File: config.mk
export PLATFORM = sky130hd
export DESIGN_NAME = rv32i_cpu
export DESIGN_NICKNAME = d
export VERILOG_FILES = /design/src/verilog/rv32i_pkg.sv /design/src/verilog/alu.sv /design/src/verilog/ctrl_word.sv /design/src/verilog/datapath.sv /design/src/verilog/hazard_ctrl.sv /design/src/verilog/regfile.sv /design/src/verilog/rv32i_cpu.sv
export SDC_FILE = /design/constraint.sdc
export NUM_CORES = 2
export LEC_CHECK = 0
export BUFFER_PORTS_ARGS = -buffer_cell sky130_fd_sc_hd__buf_2
export CORE_AREA = 2 2 504 306
export CTS_BUF_LIST = sky130_fd_sc_hd__clkbuf_4
export CTS_CLUSTER_SIZE = 25
export DETAILED_ROUTE_END_ITERATION = 10
export DIE_AREA = 0 0 506 308
export PLACE_DENSITY = 0.76
export SETUP_SLACK_MARGIN = 0.4
export SYNTH_ARGS = -nofsm -noshare
export SYNTH_HDL_FRONTEND = slang
export SYNTH_SLANG_ARGS = --single-unit
File: constraint.sdc
create_clock -name clk_i -period 8.1 [get_ports clk_i]
set_input_delay 2.43 -clock clk_i [delete_from_list [all_inputs] [get_ports clk_i]]
set_output_delay 2.43 -clock clk_i [all_outputs]
set_load 0.02 [all_outputs]
File: src/verilog/rv32i_pkg.sv
package rv32i_pkg;

    localparam int XLEN = 32;
    localparam logic [XLEN-1:0] PC_RESET = 32'h4000_0000;  // First fetch address

    // Major opcodes of the supported subset
    typedef enum logic [6:0] {
        op_lui   = 7'b0110111,
        op_auipc = 7'b0010111,
        op_imm   = 7'b0010011,
        op_reg   = 7'b0110011,
        op_load  = 7'b0000011,
        op_store = 7'b0100011
    } rv32i_opcode_e;

    typedef enum logic [2:0] {
        lb  = 3'b000,
        lh  = 3'b001,
        lw  = 3'b010,
        lbu = 3'b100,
        lhu = 3'b101
    } load_funct3_e;

    typedef enum logic [2:0] {
        sb = 3'b000,
        sh = 3'b001,
        sw = 3'b010
    } store_funct3_e;

    typedef enum logic [3:0] {
        alu_add,
        alu_sub,
        alu_sll,
        alu_slt,
        alu_sltu,
        alu_xor,
        alu_srl,
        alu_sra,
        alu_or,
        alu_and
    } alu_op_e;

    typedef enum logic {a_rs1, a_pc} alu_a_sel_e;

    typedef enum logic [1:0] {b_rs2, b_i_imm, b_s_imm, b_u_imm} alu_b_sel_e;

    // Execute operand source when a later stage holds a newer value
    typedef enum logic [1:0] {fwd_none, fwd_mem, fwd_wb} fwd_sel_e;

    typedef enum logic [1:0] {wb_alu, wb_load, wb_u_imm} wb_sel_e;

endpackage
File: src/verilog/alu.sv
`timescale 1ns/1ps

module alu (
    input  logic [rv32i_pkg::XLEN-1:0] a_i,
    input  logic [rv32i_pkg::XLEN-1:0] b_i,
    input  rv32i_pkg::alu_op_e         op_i,
    output logic [rv32i_pkg::XLEN-1:0] f_o
);

    logic [4:0] shamt;

    assign shamt = b_i[4:0];  // Shift amount from low bits only

    always_comb begin
        case (op_i)
            rv32i_pkg::alu_add:  f_o = a_i + b_i;
            rv32i_pkg::alu_sub:  f_o = a_i - b_i;
            rv32i_pkg::alu_sll:  f_o = a_i << shamt;
            rv32i_pkg::alu_slt:  f_o = rv32i_pkg::XLEN'($signed(a_i) < $signed(b_i));
            rv32i_pkg::alu_sltu: f_o = rv32i_pkg::XLEN'(a_i < b_i);
            rv32i_pkg::alu_xor:  f_o = a_i ^ b_i;
            rv32i_pkg::alu_srl:  f_o = a_i >> shamt;
            rv32i_pkg::alu_sra:  f_o = $unsigned($signed(a_i) >>> shamt);
            rv32i_pkg::alu_or:   f_o = a_i | b_i;
            rv32i_pkg::alu_and:  f_o = a_i & b_i;
            default:             f_o = '0;
        endcase
    end

endmodule

File: src/verilog/ctrl_word.sv
`timescale 1ns/1ps

module ctrl_word (
    input  logic [rv32i_pkg::XLEN-1:0] instr_i,
    output rv32i_pkg::alu_op_e         alu_op_o,
    output rv32i_pkg::alu_a_sel_e      alu_a_sel_o,
    output rv32i_pkg::alu_b_sel_e      alu_b_sel_o,
    output logic                       mem_read_o,
    output logic                       mem_write_o,
    output logic [2:0]                 funct3_o,
    output rv32i_pkg::wb_sel_e         wb_sel_o,
    output logic                       reg_write_o
);

    // funct3 plus instr[30] select the ALU operation for OP and OP-IMM
    function automatic rv32i_pkg::alu_op_e arith_op(input logic [2:0] f3, input logic alt);
        case (f3)
            3'b000:  return alt ? rv32i_pkg::alu_sub : rv32i_pkg::alu_add;
            3'b001:  return rv32i_pkg::alu_sll;
            3'b010:  return rv32i_pkg::alu_slt;
            3'b011:  return rv32i_pkg::alu_sltu;
            3'b100:  return rv32i_pkg::alu_xor;
            3'b101:  return alt ? rv32i_pkg::alu_sra : rv32i_pkg::alu_srl;
            3'b110:  return rv32i_pkg::alu_or;
            default: return rv32i_pkg::alu_and;
        endcase
    endfunction

    assign funct3_o = instr_i[14:12];

    always_comb begin
        alu_op_o    = rv32i_pkg::alu_add;  // Address add for loads and stores
        alu_a_sel_o = rv32i_pkg::a_rs1;
        alu_b_sel_o = rv32i_pkg::b_i_imm;
        mem_read_o  = 1'b0;
        mem_write_o = 1'b0;
        wb_sel_o    = rv32i_pkg::wb_alu;
        reg_write_o = 1'b0;

        case (instr_i[6:0])
            rv32i_pkg::op_lui: begin
                alu_b_sel_o = rv32i_pkg::b_u_imm;
                wb_sel_o    = rv32i_pkg::wb_u_imm;
                reg_write_o = 1'b1;
            end
            rv32i_pkg::op_auipc: begin
                alu_a_sel_o = rv32i_pkg::a_pc;
                alu_b_sel_o = rv32i_pkg::b_u_imm;
                reg_write_o = 1'b1;
            end
            rv32i_pkg::op_imm: begin
                // Only SRAI uses bit 30, ADDI has no subtract form
                alu_op_o    = arith_op(funct3_o, (funct3_o == 3'b101) && instr_i[30]);
                reg_write_o = 1'b1;
            end
            rv32i_pkg::op_reg: begin
                alu_op_o    = arith_op(funct3_o, instr_i[30]);
                alu_b_sel_o = rv32i_pkg::b_rs2;
                reg_write_o = 1'b1;
            end
            rv32i_pkg::op_load: begin
                mem_read_o  = 1'b1;
                wb_sel_o    = rv32i_pkg::wb_load;
                reg_write_o = 1'b1;
            end
            rv32i_pkg::op_store: begin
                alu_b_sel_o = rv32i_pkg::b_s_imm;
                mem_write_o = 1'b1;
            end
            default: ;  // Unsupported opcode passes as a bubble
        endcase
    end

endmodule

File: src/verilog/datapath.sv
`timescale 1ns/1ps

module datapath (
    input  logic                       clk_i,
    input  logic                       arst_n_i,
    output logic [rv32i_pkg::XLEN-1:0] imem_addr_o,
    input  logic [rv32i_pkg::XLEN-1:0] imem_rdata_i,
    output logic [rv32i_pkg::XLEN-1:0] dmem_addr_o,
    output logic [3:0]                 dmem_rmask_o,
    output logic [3:0]                 dmem_wmask_o,
    output logic [rv32i_pkg::XLEN-1:0] dmem_wdata_o,
    input  logic [rv32i_pkg::XLEN-1:0] dmem_rdata_i,
    output logic                       commit_valid_o,
    output logic [rv32i_pkg::XLEN-1:0] commit_pc_o,
    output logic [4:0]                 commit_rd_o,
    output logic [rv32i_pkg::XLEN-1:0] commit_data_o,
    output logic [rv32i_pkg::XLEN-1:0] id_ir_o,
    input  rv32i_pkg::alu_op_e         alu_op_i,
    input  rv32i_pkg::alu_a_sel_e      alu_a_sel_i,
    input  rv32i_pkg::alu_b_sel_e      alu_b_sel_i,
    input  logic                       mem_read_i,
    input  logic                       mem_write_i,
    input  logic [2:0]                 funct3_i,
    input  rv32i_pkg::wb_sel_e         wb_sel_i,
    input  logic                       reg_write_i,
    output logic [4:0]                 id_rs1_o,
    output logic [4:0]                 id_rs2_o,
    output logic [4:0]                 ex_rs1_o,
    output logic [4:0]                 ex_rs2_o,
    output logic [4:0]                 ex_rd_o,
    output logic                       ex_mem_read_o,
    output logic [4:0]                 mem_rd_o,
    output logic                       mem_reg_write_o,
    output logic [4:0]                 wb_rd_o,
    output logic                       wb_reg_write_o,
    input  rv32i_pkg::fwd_sel_e        fwd_a_i,
    input  rv32i_pkg::fwd_sel_e        fwd_b_i,
    input  logic                       stall_i,
    input  logic [rv32i_pkg::XLEN-1:0] rs1_data_i,
    input  logic [rv32i_pkg::XLEN-1:0] rs2_data_i,
    output logic                       rf_we_o,
    output logic [4:0]                 rf_waddr_o,
    output logic [rv32i_pkg::XLEN-1:0] rf_wdata_o,
    output logic [rv32i_pkg::XLEN-1:0] alu_a_o,
    output logic [rv32i_pkg::XLEN-1:0] alu_b_o,
    output rv32i_pkg::alu_op_e         alu_op_o,
    input  logic [rv32i_pkg::XLEN-1:0] alu_f_i
);

    logic [rv32i_pkg::XLEN-1:0] pc, if_id_pc, if_id_ir;
    logic [rv32i_pkg::XLEN-1:0] id_ex_pc, id_ex_ir, id_ex_rs1, id_ex_rs2;
    logic [rv32i_pkg::XLEN-1:0] ex_mem_pc, ex_mem_res, ex_mem_sdata;
    logic [rv32i_pkg::XLEN-1:0] mem_wb_pc, mem_wb_res, mem_wb_rdata;
    logic [rv32i_pkg::XLEN-1:0] i_imm, s_imm, u_imm, rs1_fwd, rs2_fwd;
    logic [rv32i_pkg::XLEN-1:0] ex_res, load_shifted, load_data, wb_data;
    logic if_id_valid, id_ex_valid, ex_mem_valid, mem_wb_valid;
    logic id_ex_mem_read, id_ex_mem_write, id_ex_reg_write;
    logic ex_mem_mem_read, ex_mem_mem_write, ex_mem_reg_write;
    logic mem_wb_mem_read, mem_wb_reg_write;
    logic [2:0] id_ex_funct3, ex_mem_funct3, mem_wb_funct3;
    logic [4:0] ex_mem_rd, mem_wb_rd;
    logic [1:0] mem_wb_addr_lo;
    rv32i_pkg::alu_op_e    id_ex_alu_op;
    rv32i_pkg::alu_a_sel_e id_ex_a_sel;
    rv32i_pkg::alu_b_sel_e id_ex_b_sel;
    rv32i_pkg::wb_sel_e    id_ex_wb_sel;

    // Valid bits and PC; a stall holds fetch and drops a bubble into ID/EX
    always_ff @(posedge clk_i or negedge arst_n_i) begin
        if (!arst_n_i) begin
            pc           <= rv32i_pkg::PC_RESET;
            if_id_valid  <= 1'b0;
            id_ex_valid  <= 1'b0;
            ex_mem_valid <= 1'b0;
            mem_wb_valid <= 1'b0;
        end else begin
            if (!stall_i) begin
                pc          <= pc + 32'd4;
                if_id_valid <= 1'b1;
            end
            id_ex_valid  <= if_id_valid && !stall_i;
            ex_mem_valid <= id_ex_valid;
            mem_wb_valid <= ex_mem_valid;
        end
    end

    always_ff @(posedge clk_i) begin
        if (!stall_i) begin
            if_id_pc <= pc;
            if_id_ir <= imem_rdata_i;
        end
        id_ex_pc         <= if_id_pc;
        id_ex_ir         <= if_id_ir;
        id_ex_rs1        <= rs1_data_i;
        id_ex_rs2        <= rs2_data_i;
        id_ex_alu_op     <= alu_op_i;
        id_ex_a_sel      <= alu_a_sel_i;
        id_ex_b_sel      <= alu_b_sel_i;
        id_ex_mem_read   <= mem_read_i;
        id_ex_mem_write  <= mem_write_i;
        id_ex_funct3     <= funct3_i;
        id_ex_wb_sel     <= wb_sel_i;
        id_ex_reg_write  <= reg_write_i;
        ex_mem_pc        <= id_ex_pc;
        ex_mem_rd        <= id_ex_ir[11:7];
        ex_mem_res       <= ex_res;
        ex_mem_sdata     <= rs2_fwd;
        ex_mem_mem_read  <= id_ex_mem_read;
        ex_mem_mem_write <= id_ex_mem_write;
        ex_mem_funct3    <= id_ex_funct3;
        ex_mem_reg_write <= id_ex_reg_write;
        mem_wb_pc        <= ex_mem_pc;
        mem_wb_rd        <= ex_mem_rd;
        mem_wb_res       <= ex_mem_res;
        mem_wb_rdata     <= dmem_rdata_i;
        mem_wb_addr_lo   <= ex_mem_res[1:0];  // Byte offset for load extension
        mem_wb_mem_read  <= ex_mem_mem_read;
        mem_wb_funct3    <= ex_mem_funct3;
        mem_wb_reg_write <= ex_mem_reg_write;
    end

    assign imem_addr_o = pc;
    assign id_ir_o     = if_id_ir;
    assign id_rs1_o    = if_id_ir[19:15];
    assign id_rs2_o    = if_id_ir[24:20];

    assign ex_rs1_o        = id_ex_ir[19:15];
    assign ex_rs2_o        = id_ex_ir[24:20];
    assign ex_rd_o         = id_ex_ir[11:7];
    assign ex_mem_read_o   = id_ex_valid && id_ex_mem_read;
    assign mem_rd_o        = ex_mem_rd;
    assign mem_reg_write_o = ex_mem_valid && ex_mem_reg_write;
    assign wb_rd_o         = mem_wb_rd;
    assign wb_reg_write_o  = mem_wb_valid && mem_wb_reg_write;

    assign i_imm = {{20{id_ex_ir[31]}}, id_ex_ir[31:20]};
    assign s_imm = {{20{id_ex_ir[31]}}, id_ex_ir[31:25], id_ex_ir[11:7]};
    assign u_imm = {id_ex_ir[31:12], 12'b0};

    always_comb begin
        case (fwd_a_i)
            rv32i_pkg::fwd_mem: rs1_fwd = ex_mem_res;
            rv32i_pkg::fwd_wb:  rs1_fwd = wb_data;
            default:            rs1_fwd = id_ex_rs1;
        endcase
        case (fwd_b_i)
            rv32i_pkg::fwd_mem: rs2_fwd = ex_mem_res;
            rv32i_pkg::fwd_wb:  rs2_fwd = wb_data;
            default:            rs2_fwd = id_ex_rs2;
        endcase
        case (id_ex_b_sel)
            rv32i_pkg::b_rs2:   alu_b_o = rs2_fwd;
            rv32i_pkg::b_i_imm: alu_b_o = i_imm;
            rv32i_pkg::b_s_imm: alu_b_o = s_imm;
            default:            alu_b_o = u_imm;
        endcase
    end

    assign alu_a_o  = (id_ex_a_sel == rv32i_pkg::a_pc) ? id_ex_pc : rs1_fwd;
    assign alu_op_o = id_ex_alu_op;
    assign ex_res   = (id_ex_wb_sel == rv32i_pkg::wb_u_imm) ? u_imm : alu_f_i;  // LUI result

    assign dmem_addr_o = ex_mem_res;

    // Lane masks and store data follow the low address bits
    always_comb begin
        dmem_rmask_o = 4'b0000;
        dmem_wmask_o = 4'b0000;
        dmem_wdata_o = ex_mem_sdata;
        if (ex_mem_valid && ex_mem_mem_read) begin
            case (rv32i_pkg::load_funct3_e'(ex_mem_funct3))
                rv32i_pkg::lw:               dmem_rmask_o = 4'b1111;
                rv32i_pkg::lh, rv32i_pkg::lhu: dmem_rmask_o = 4'b0011 << {ex_mem_res[1], 1'b0};
                rv32i_pkg::lb, rv32i_pkg::lbu: dmem_rmask_o = 4'b0001 << ex_mem_res[1:0];
                default: ;
            endcase
        end
        if (ex_mem_valid && ex_mem_mem_write) begin
            case (rv32i_pkg::store_funct3_e'(ex_mem_funct3))
                rv32i_pkg::sw: dmem_wmask_o = 4'b1111;
                rv32i_pkg::sh: begin
                    dmem_wmask_o = 4'b0011 << {ex_mem_res[1], 1'b0};
                    dmem_wdata_o = ex_mem_sdata << {ex_mem_res[1], 4'b0000};
                end
                rv32i_pkg::sb: begin
                    dmem_wmask_o = 4'b0001 << ex_mem_res[1:0];
                    dmem_wdata_o = ex_mem_sdata << {ex_mem_res[1:0], 3'b000};
                end
                default: ;
            endcase
        end
    end

    assign load_shifted = mem_wb_rdata >> {mem_wb_addr_lo, 3'b000};

    always_comb begin
        case (rv32i_pkg::load_funct3_e'(mem_wb_funct3))
            rv32i_pkg::lb:  load_data = {{24{load_shifted[7]}}, load_shifted[7:0]};
            rv32i_pkg::lbu: load_data = {24'b0, load_shifted[7:0]};
            rv32i_pkg::lh:  load_data = {{16{load_shifted[15]}}, load_shifted[15:0]};
            rv32i_pkg::lhu: load_data = {16'b0, load_shifted[15:0]};
            default:        load_data = mem_wb_rdata;
        endcase
    end

    assign wb_data    = mem_wb_mem_read ? load_data : mem_wb_res;
    assign rf_we_o    = mem_wb_valid && mem_wb_reg_write;
    assign rf_waddr_o = mem_wb_rd;
    assign rf_wdata_o = wb_data;

    assign commit_valid_o = mem_wb_valid;
    assign commit_pc_o    = mem_wb_pc;
    assign commit_rd_o    = mem_wb_reg_write ? mem_wb_rd : 5'd0;
    assign commit_data_o  = mem_wb_reg_write ? wb_data : '0;

    assert property (@(posedge clk_i) disable iff (!arst_n_i)
        !(|dmem_wmask_o && |dmem_rmask_o))
        else $error("read and write masks both active");

    assert property (@(posedge clk_i) disable iff (!arst_n_i)
        commit_valid_o |-> !$isunknown(commit_data_o))
        else $error("commit with unknown data");

endmodule

File: src/verilog/hazard_ctrl.sv
`timescale 1ns/1ps

module hazard_ctrl (
    input  logic [4:0]               id_rs1_i,
    input  logic [4:0]               id_rs2_i,
    input  logic [4:0]               ex_rs1_i,
    input  logic [4:0]               ex_rs2_i,
    input  logic [4:0]               ex_rd_i,
    input  logic                     ex_mem_read_i,
    input  logic [4:0]               mem_rd_i,
    input  logic                     mem_reg_write_i,
    input  logic [4:0]               wb_rd_i,
    input  logic                     wb_reg_write_i,
    output rv32i_pkg::fwd_sel_e      fwd_a_o,
    output rv32i_pkg::fwd_sel_e      fwd_b_o,
    output logic                     stall_o
);

    logic mem_live;
    logic wb_live;

    assign mem_live = mem_reg_write_i && (mem_rd_i != 5'd0);
    assign wb_live  = wb_reg_write_i && (wb_rd_i != 5'd0);

    // Memory stage holds the newer value, so it wins over writeback
    always_comb begin
        if (mem_live && mem_rd_i == ex_rs1_i) begin
            fwd_a_o = rv32i_pkg::fwd_mem;
        end else if (wb_live && wb_rd_i == ex_rs1_i) begin
            fwd_a_o = rv32i_pkg::fwd_wb;
        end else begin
            fwd_a_o = rv32i_pkg::fwd_none;
        end

        if (mem_live && mem_rd_i == ex_rs2_i) begin
            fwd_b_o = rv32i_pkg::fwd_mem;
        end else if (wb_live && wb_rd_i == ex_rs2_i) begin
            fwd_b_o = rv32i_pkg::fwd_wb;
        end else begin
            fwd_b_o = rv32i_pkg::fwd_none;
        end
    end

    // Load data exists only after the memory stage so one bubble is needed
    assign stall_o = ex_mem_read_i && (ex_rd_i != 5'd0) &&
                     (ex_rd_i == id_rs1_i || ex_rd_i == id_rs2_i);

endmodule

File: src/verilog/regfile.sv
`timescale 1ns/1ps

module regfile (
    input  logic                       clk_i,
    input  logic                       arst_n_i,
    input  logic                       we_i,
    input  logic [4:0]                 waddr_i,
    input  logic [rv32i_pkg::XLEN-1:0] wdata_i,
    input  logic [4:0]                 raddr1_i,
    input  logic [4:0]                 raddr2_i,
    output logic [rv32i_pkg::XLEN-1:0] rdata1_o,
    output logic [rv32i_pkg::XLEN-1:0] rdata2_o
);

    logic [rv32i_pkg::XLEN-1:0] regs [1:31];  // x0 is not stored

    always_ff @(posedge clk_i or negedge arst_n_i) begin
        if (!arst_n_i) begin
            for (int i = 1; i < 32; i++) begin
                regs[i] <= '0;
            end
        end else if (we_i && waddr_i != 5'd0) begin
            regs[waddr_i] <= wdata_i;
        end
    end

    // Write-through so decode sees the value retiring this cycle
    assign rdata1_o = (raddr1_i == 5'd0) ? '0 :
                      (we_i && waddr_i == raddr1_i) ? wdata_i : regs[raddr1_i];
    assign rdata2_o = (raddr2_i == 5'd0) ? '0 :
                      (we_i && waddr_i == raddr2_i) ? wdata_i : regs[raddr2_i];

endmodule

File: src/verilog/rv32i_cpu.sv
`timescale 1ns/1ps

module rv32i_cpu (
    input  logic                       clk_i,
    input  logic                       arst_n_i,
    output logic [rv32i_pkg::XLEN-1:0] imem_addr_o,
    input  logic [rv32i_pkg::XLEN-1:0] imem_rdata_i,
    output logic [rv32i_pkg::XLEN-1:0] dmem_addr_o,
    output logic [3:0]                 dmem_rmask_o,
    output logic [3:0]                 dmem_wmask_o,
    output logic [rv32i_pkg::XLEN-1:0] dmem_wdata_o,
    input  logic [rv32i_pkg::XLEN-1:0] dmem_rdata_i,
    output logic                       commit_valid_o,
    output logic [rv32i_pkg::XLEN-1:0] commit_pc_o,
    output logic [4:0]                 commit_rd_o,
    output logic [rv32i_pkg::XLEN-1:0] commit_data_o
);

    logic [rv32i_pkg::XLEN-1:0] id_ir, rs1_data, rs2_data, rf_wdata, alu_a, alu_b, alu_f;
    logic [4:0] id_rs1, id_rs2, ex_rs1, ex_rs2, ex_rd, mem_rd, wb_rd, rf_waddr;
    logic [2:0] funct3;
    logic mem_read, mem_write, reg_write, ex_mem_read, mem_reg_write, wb_reg_write;
    logic stall, rf_we;
    rv32i_pkg::alu_op_e    alu_op, alu_op_ex;
    rv32i_pkg::alu_a_sel_e alu_a_sel;
    rv32i_pkg::alu_b_sel_e alu_b_sel;
    rv32i_pkg::wb_sel_e    wb_sel;
    rv32i_pkg::fwd_sel_e   fwd_a, fwd_b;

    datapath u_datapath (
        .clk_i, .arst_n_i, .imem_addr_o, .imem_rdata_i,
        .dmem_addr_o, .dmem_rmask_o, .dmem_wmask_o, .dmem_wdata_o, .dmem_rdata_i,
        .commit_valid_o, .commit_pc_o, .commit_rd_o, .commit_data_o,
        .id_ir_o(id_ir), .alu_op_i(alu_op), .alu_a_sel_i(alu_a_sel), .alu_b_sel_i(alu_b_sel),
        .mem_read_i(mem_read), .mem_write_i(mem_write), .funct3_i(funct3),
        .wb_sel_i(wb_sel), .reg_write_i(reg_write),
        .id_rs1_o(id_rs1), .id_rs2_o(id_rs2), .ex_rs1_o(ex_rs1), .ex_rs2_o(ex_rs2),
        .ex_rd_o(ex_rd), .ex_mem_read_o(ex_mem_read), .mem_rd_o(mem_rd),
        .mem_reg_write_o(mem_reg_write), .wb_rd_o(wb_rd), .wb_reg_write_o(wb_reg_write),
        .fwd_a_i(fwd_a), .fwd_b_i(fwd_b), .stall_i(stall),
        .rs1_data_i(rs1_data), .rs2_data_i(rs2_data),
        .rf_we_o(rf_we), .rf_waddr_o(rf_waddr), .rf_wdata_o(rf_wdata),
        .alu_a_o(alu_a), .alu_b_o(alu_b), .alu_op_o(alu_op_ex), .alu_f_i(alu_f)
    );

    ctrl_word u_ctrl_word (
        .instr_i(id_ir), .alu_op_o(alu_op), .alu_a_sel_o(alu_a_sel), .alu_b_sel_o(alu_b_sel),
        .mem_read_o(mem_read), .mem_write_o(mem_write), .funct3_o(funct3),
        .wb_sel_o(wb_sel), .reg_write_o(reg_write)
    );

    hazard_ctrl u_hazard_ctrl (
        .id_rs1_i(id_rs1), .id_rs2_i(id_rs2), .ex_rs1_i(ex_rs1), .ex_rs2_i(ex_rs2),
        .ex_rd_i(ex_rd), .ex_mem_read_i(ex_mem_read), .mem_rd_i(mem_rd),
        .mem_reg_write_i(mem_reg_write), .wb_rd_i(wb_rd), .wb_reg_write_i(wb_reg_write),
        .fwd_a_o(fwd_a), .fwd_b_o(fwd_b), .stall_o(stall)
    );

    regfile u_regfile (
        .clk_i, .arst_n_i, .we_i(rf_we), .waddr_i(rf_waddr), .wdata_i(rf_wdata),
        .raddr1_i(id_rs1), .raddr2_i(id_rs2), .rdata1_o(rs1_data), .rdata2_o(rs2_data)
    );

    alu u_alu (.a_i(alu_a), .b_i(alu_b), .op_i(alu_op_ex), .f_o(alu_f));

endmodule

==> flow_summary.toml <==
[floorplan]
rows = 111
die_area_sq_mm = 0.1558
initial_utilization_pct = 49.65
coreArea_sq_mm = 0.1514
fp.dieH_microns = 308
chipWidth_microns = 506
io_pins = 240

[synth]
synth_fa_ha_area_share_pct = 1.701
synth_top_area_share_pct = 34.13
syn_area_per_cell_sq_um = 10.54
ys_types = 101
synth-simple-area-share_pct = 10.50
synth_edf_count = 62
async_flop_share_pct = 71.85
netlist_instances = 7132
synth_most_common_cell = "nand2_1"
yosysWarnings = 0
synth_area_sq_mm = 0.07516
synth-compound-area-share_pct = 15.41
synth-main-ff-cell = "dfrtp_1"
synth_top_area_cell = "dfrtp_1"
synth-xor-area-share_pct = 0.8856
synth_top_family_by_area = "multiplexers"
muxShareOfSynthArea_pct = 21.74
synth.area.top_cells = "dfrtp_1, mux4_2, dfxtp_1"
ys_ff_latch = 1428
ys_seq_area_share_pct = 45.70
yosys-top-cells-count = "nand2_1, o21ai_0, dfrtp_1"

[critical_path]
cp_common_cell = "buf_4"
required_ns = 9.27
path_class = "reg2reg"
worstPathCellList = "nor3_1 > nand2_1 > nand4_1 > buf_4 > nor2_1 > a21oi_1 > o21ai_0 > and2_1 > o31ai_1 > ha_1 > a21o_1 > a221o_1 > a2111oi_0 > buf_4 > o311ai_2 > buf_4 > a211oi_2 > o221ai_1 > a221oi_1 > nor2_1 > mux2_2 > a211oi_1 > a31oi_1"
slowest_stage = "nor3_1"
cp_slowest_stage_delay_ns = 0.63
critPathCaptureType = "flop"
r2r_slack_ns = 0.51
startpoint_type = "flop"
critPathMaxFanout = 35
critPathArrivalTime_ns = 8.76

[timing]
final_hold_viol_count = 0
tightestPinTransition_ns = 1.456
rsz0062_at_grt = "no"
final_max_slew_viol_count = 0
setup_ws_ns = 0.5116
clock_skew_ns = 0.1628
timing.final.crit_share_pct = 93.68
fin_tns_setup_ns = 0
finalSetupViolations = 0
fmax_mhz = 131.8
max_slew_margin_pct = 2.165
min_period_ns = 7.588

[pwr]
p_leak_nw = 35.24
ir_worst_vdd_mv = 0.1699
finalPower_mw = 16.36
power_density_mw_per_mm2 = 197.6

[route]
vias = 64591
routed_wl_mm = 312.3
wl_per_cell_microns = 32.60
viasPerCell = 6.744
drtIter0Drc = 10212
drc_errors = 0
drt-pass1-iter-count = 7
postRouteAntennaNets = 0

[placement]
pre_cts_slack_ns = 0.8710
dpl_cell_area_sq_mm = 0.07845
dp_hpwl_mm = 209.5
gp_congestion = 1.113
placedCellCount = 8951
numPortBuffers = 235

[layout]
fin_nets = 7436
drive_gt1_share_pct = 24.52
area_delta_synth_final_pct = 10.18
final_cells = 9577
fin_area_sq_mm = 0.08281

[global_routing]
overflow = 0
grt_usage_pct = 39.67
grt_first_pass_wirelength_mm = 444.3
grt_pass1_vias = 61546
grt_max_degree = 172
antenna_found_initial = 26

[clock_network]
clock-root-buffer = "clkbuf_4"
cts-buffers-inserted = 349
insertion_delay_ns = 1.41
cts.sinks = 1428
cts_tree = "built"
holdBufCountCts = 0
clockBufferDepth = 4
htreeDepth = 5
clkTransAtPathRegs_ns = 0.09

[hold_path]
hold_class = "reg2reg"

[run]
drv_cap = 0

[status]
status = "completed"
layer usage:
| metal | up-vias | global-route usage (%) | part of all wire [%] |
|---|---|---|---|
| li1 | 26414 | - | - |
| met1 | 32335 | 56.98 | 41 |
| met2 | 4896 | 50.87 | 39 |
| met3 | 910 | 18.62 | 16 |
| met4 | 36 | 16.18 | 4.3 |
| met5 | - | 0.4012 | 0.10 |
cells by family after synthesis:
family                     count (synthesis)
muxes                                    900
xor gates and xnor gates                  76
DFF                                     1428
other                                      1
adders and majority gates                101
buffers and inverters                    781
AOI/OAI and AO/OA                       1931
and+or+nand+nor                         1914
layout by cell type (no fill, tap or decap), drive strengths merged, types with 44 or more instances in the layout:
master,instances
a22o,60
dfxtp,340
edfxtp,62
clkinv,88
inv,131
nand2,1265
nor2,351
clkbuf,504
a21oi,211
buf,435
dfrtp,1025
a22oi,57
a31oi,44
mux4,568
o21ai,1160
ha,99
mux2,156
a221oi,48
a211oi,64
mux2i,176
o22ai,58
nor3,58
path summary, 6_finish.rpt:
kind	from	end	cells after the start
max	u_datapath.rf_waddr_o[2]	u_datapath.dmem_addr_o[30]	23
min	u_datapath.ex_mem_pc[13]	u_datapath.commit_pc_o[13]	0
max reg2reg	u_datapath.rf_waddr_o[2]	u_datapath.dmem_addr_o[30]	23
min reg2reg	u_datapath.ex_mem_pc[13]	u_datapath.commit_pc_o[13]	0
max in group asynchronous	arst_n_i	u_datapath.imem_addr_o[16]	2
min in group asynchronous	arst_n_i	u_regfile.regs[322]	1
worst max-delay path, delay by kind of cell (launching register included):
kind / cells / cell delay [ns]
simple gates: 6 / 1.42
buf+inv: 3 / 0.92
fa+ha+maj: 1 / 0.38
flops: 1 / 0.47
compound gates: 12 / 3.80
mux: 1 / 0.30
registers in the layout (all words and copies together), names as in the netlist, 32 cells and up:
| signal | cells |
|---|---|
| u_datapath.dmem_addr_o | 32 |
| u_datapath.id_ex_rs1 | 32 |
| u_datapath.mem_wb_rdata | 32 |
| u_datapath.id_ir_o | 32 |
| u_datapath.ex_mem_sdata | 32 |
| u_datapath.id_ex_rs2 | 32 |
| u_datapath.mem_wb_res | 32 |
| u_regfile.regs | 992 |
through the flow:
step           hold slack (ns)  util, %
3_5_place_dp            0.3121    51.82
2_1_floorplan           0.3096        -
4_1_cts                 0.2712    54.66
6_report                0.2757    54.70
5_1_grt                 0.2713    54.68
3_3_place_gp            0.3104    51.82
where the power goes:
group	internal (mW)	leakage, nW	total [mW]	switching, mW
combinational	0.780	15.0	2.28	1.50
clock	2.98	2.56	6.10	3.11
sequential	7.51	17.7	7.98	0.476
area by class of cell:
class	count	area, sq um
timing repair buffer	435	2904
inverter	129	485.5
tap	2034	2545
clock buffer	504	3784
sequential	1428	34350
clock inverter	99	511.7
fill	12932	68570
multi-input combinational	4926	38180
antenna	22	55.05
repair_timing:
action / CTS / global route
gates resized for setup: 0 / 1
endpoints found under the setup margin: 0 / 1
setup buffers: 0 / 0
(Power assumes the default switching activity.)
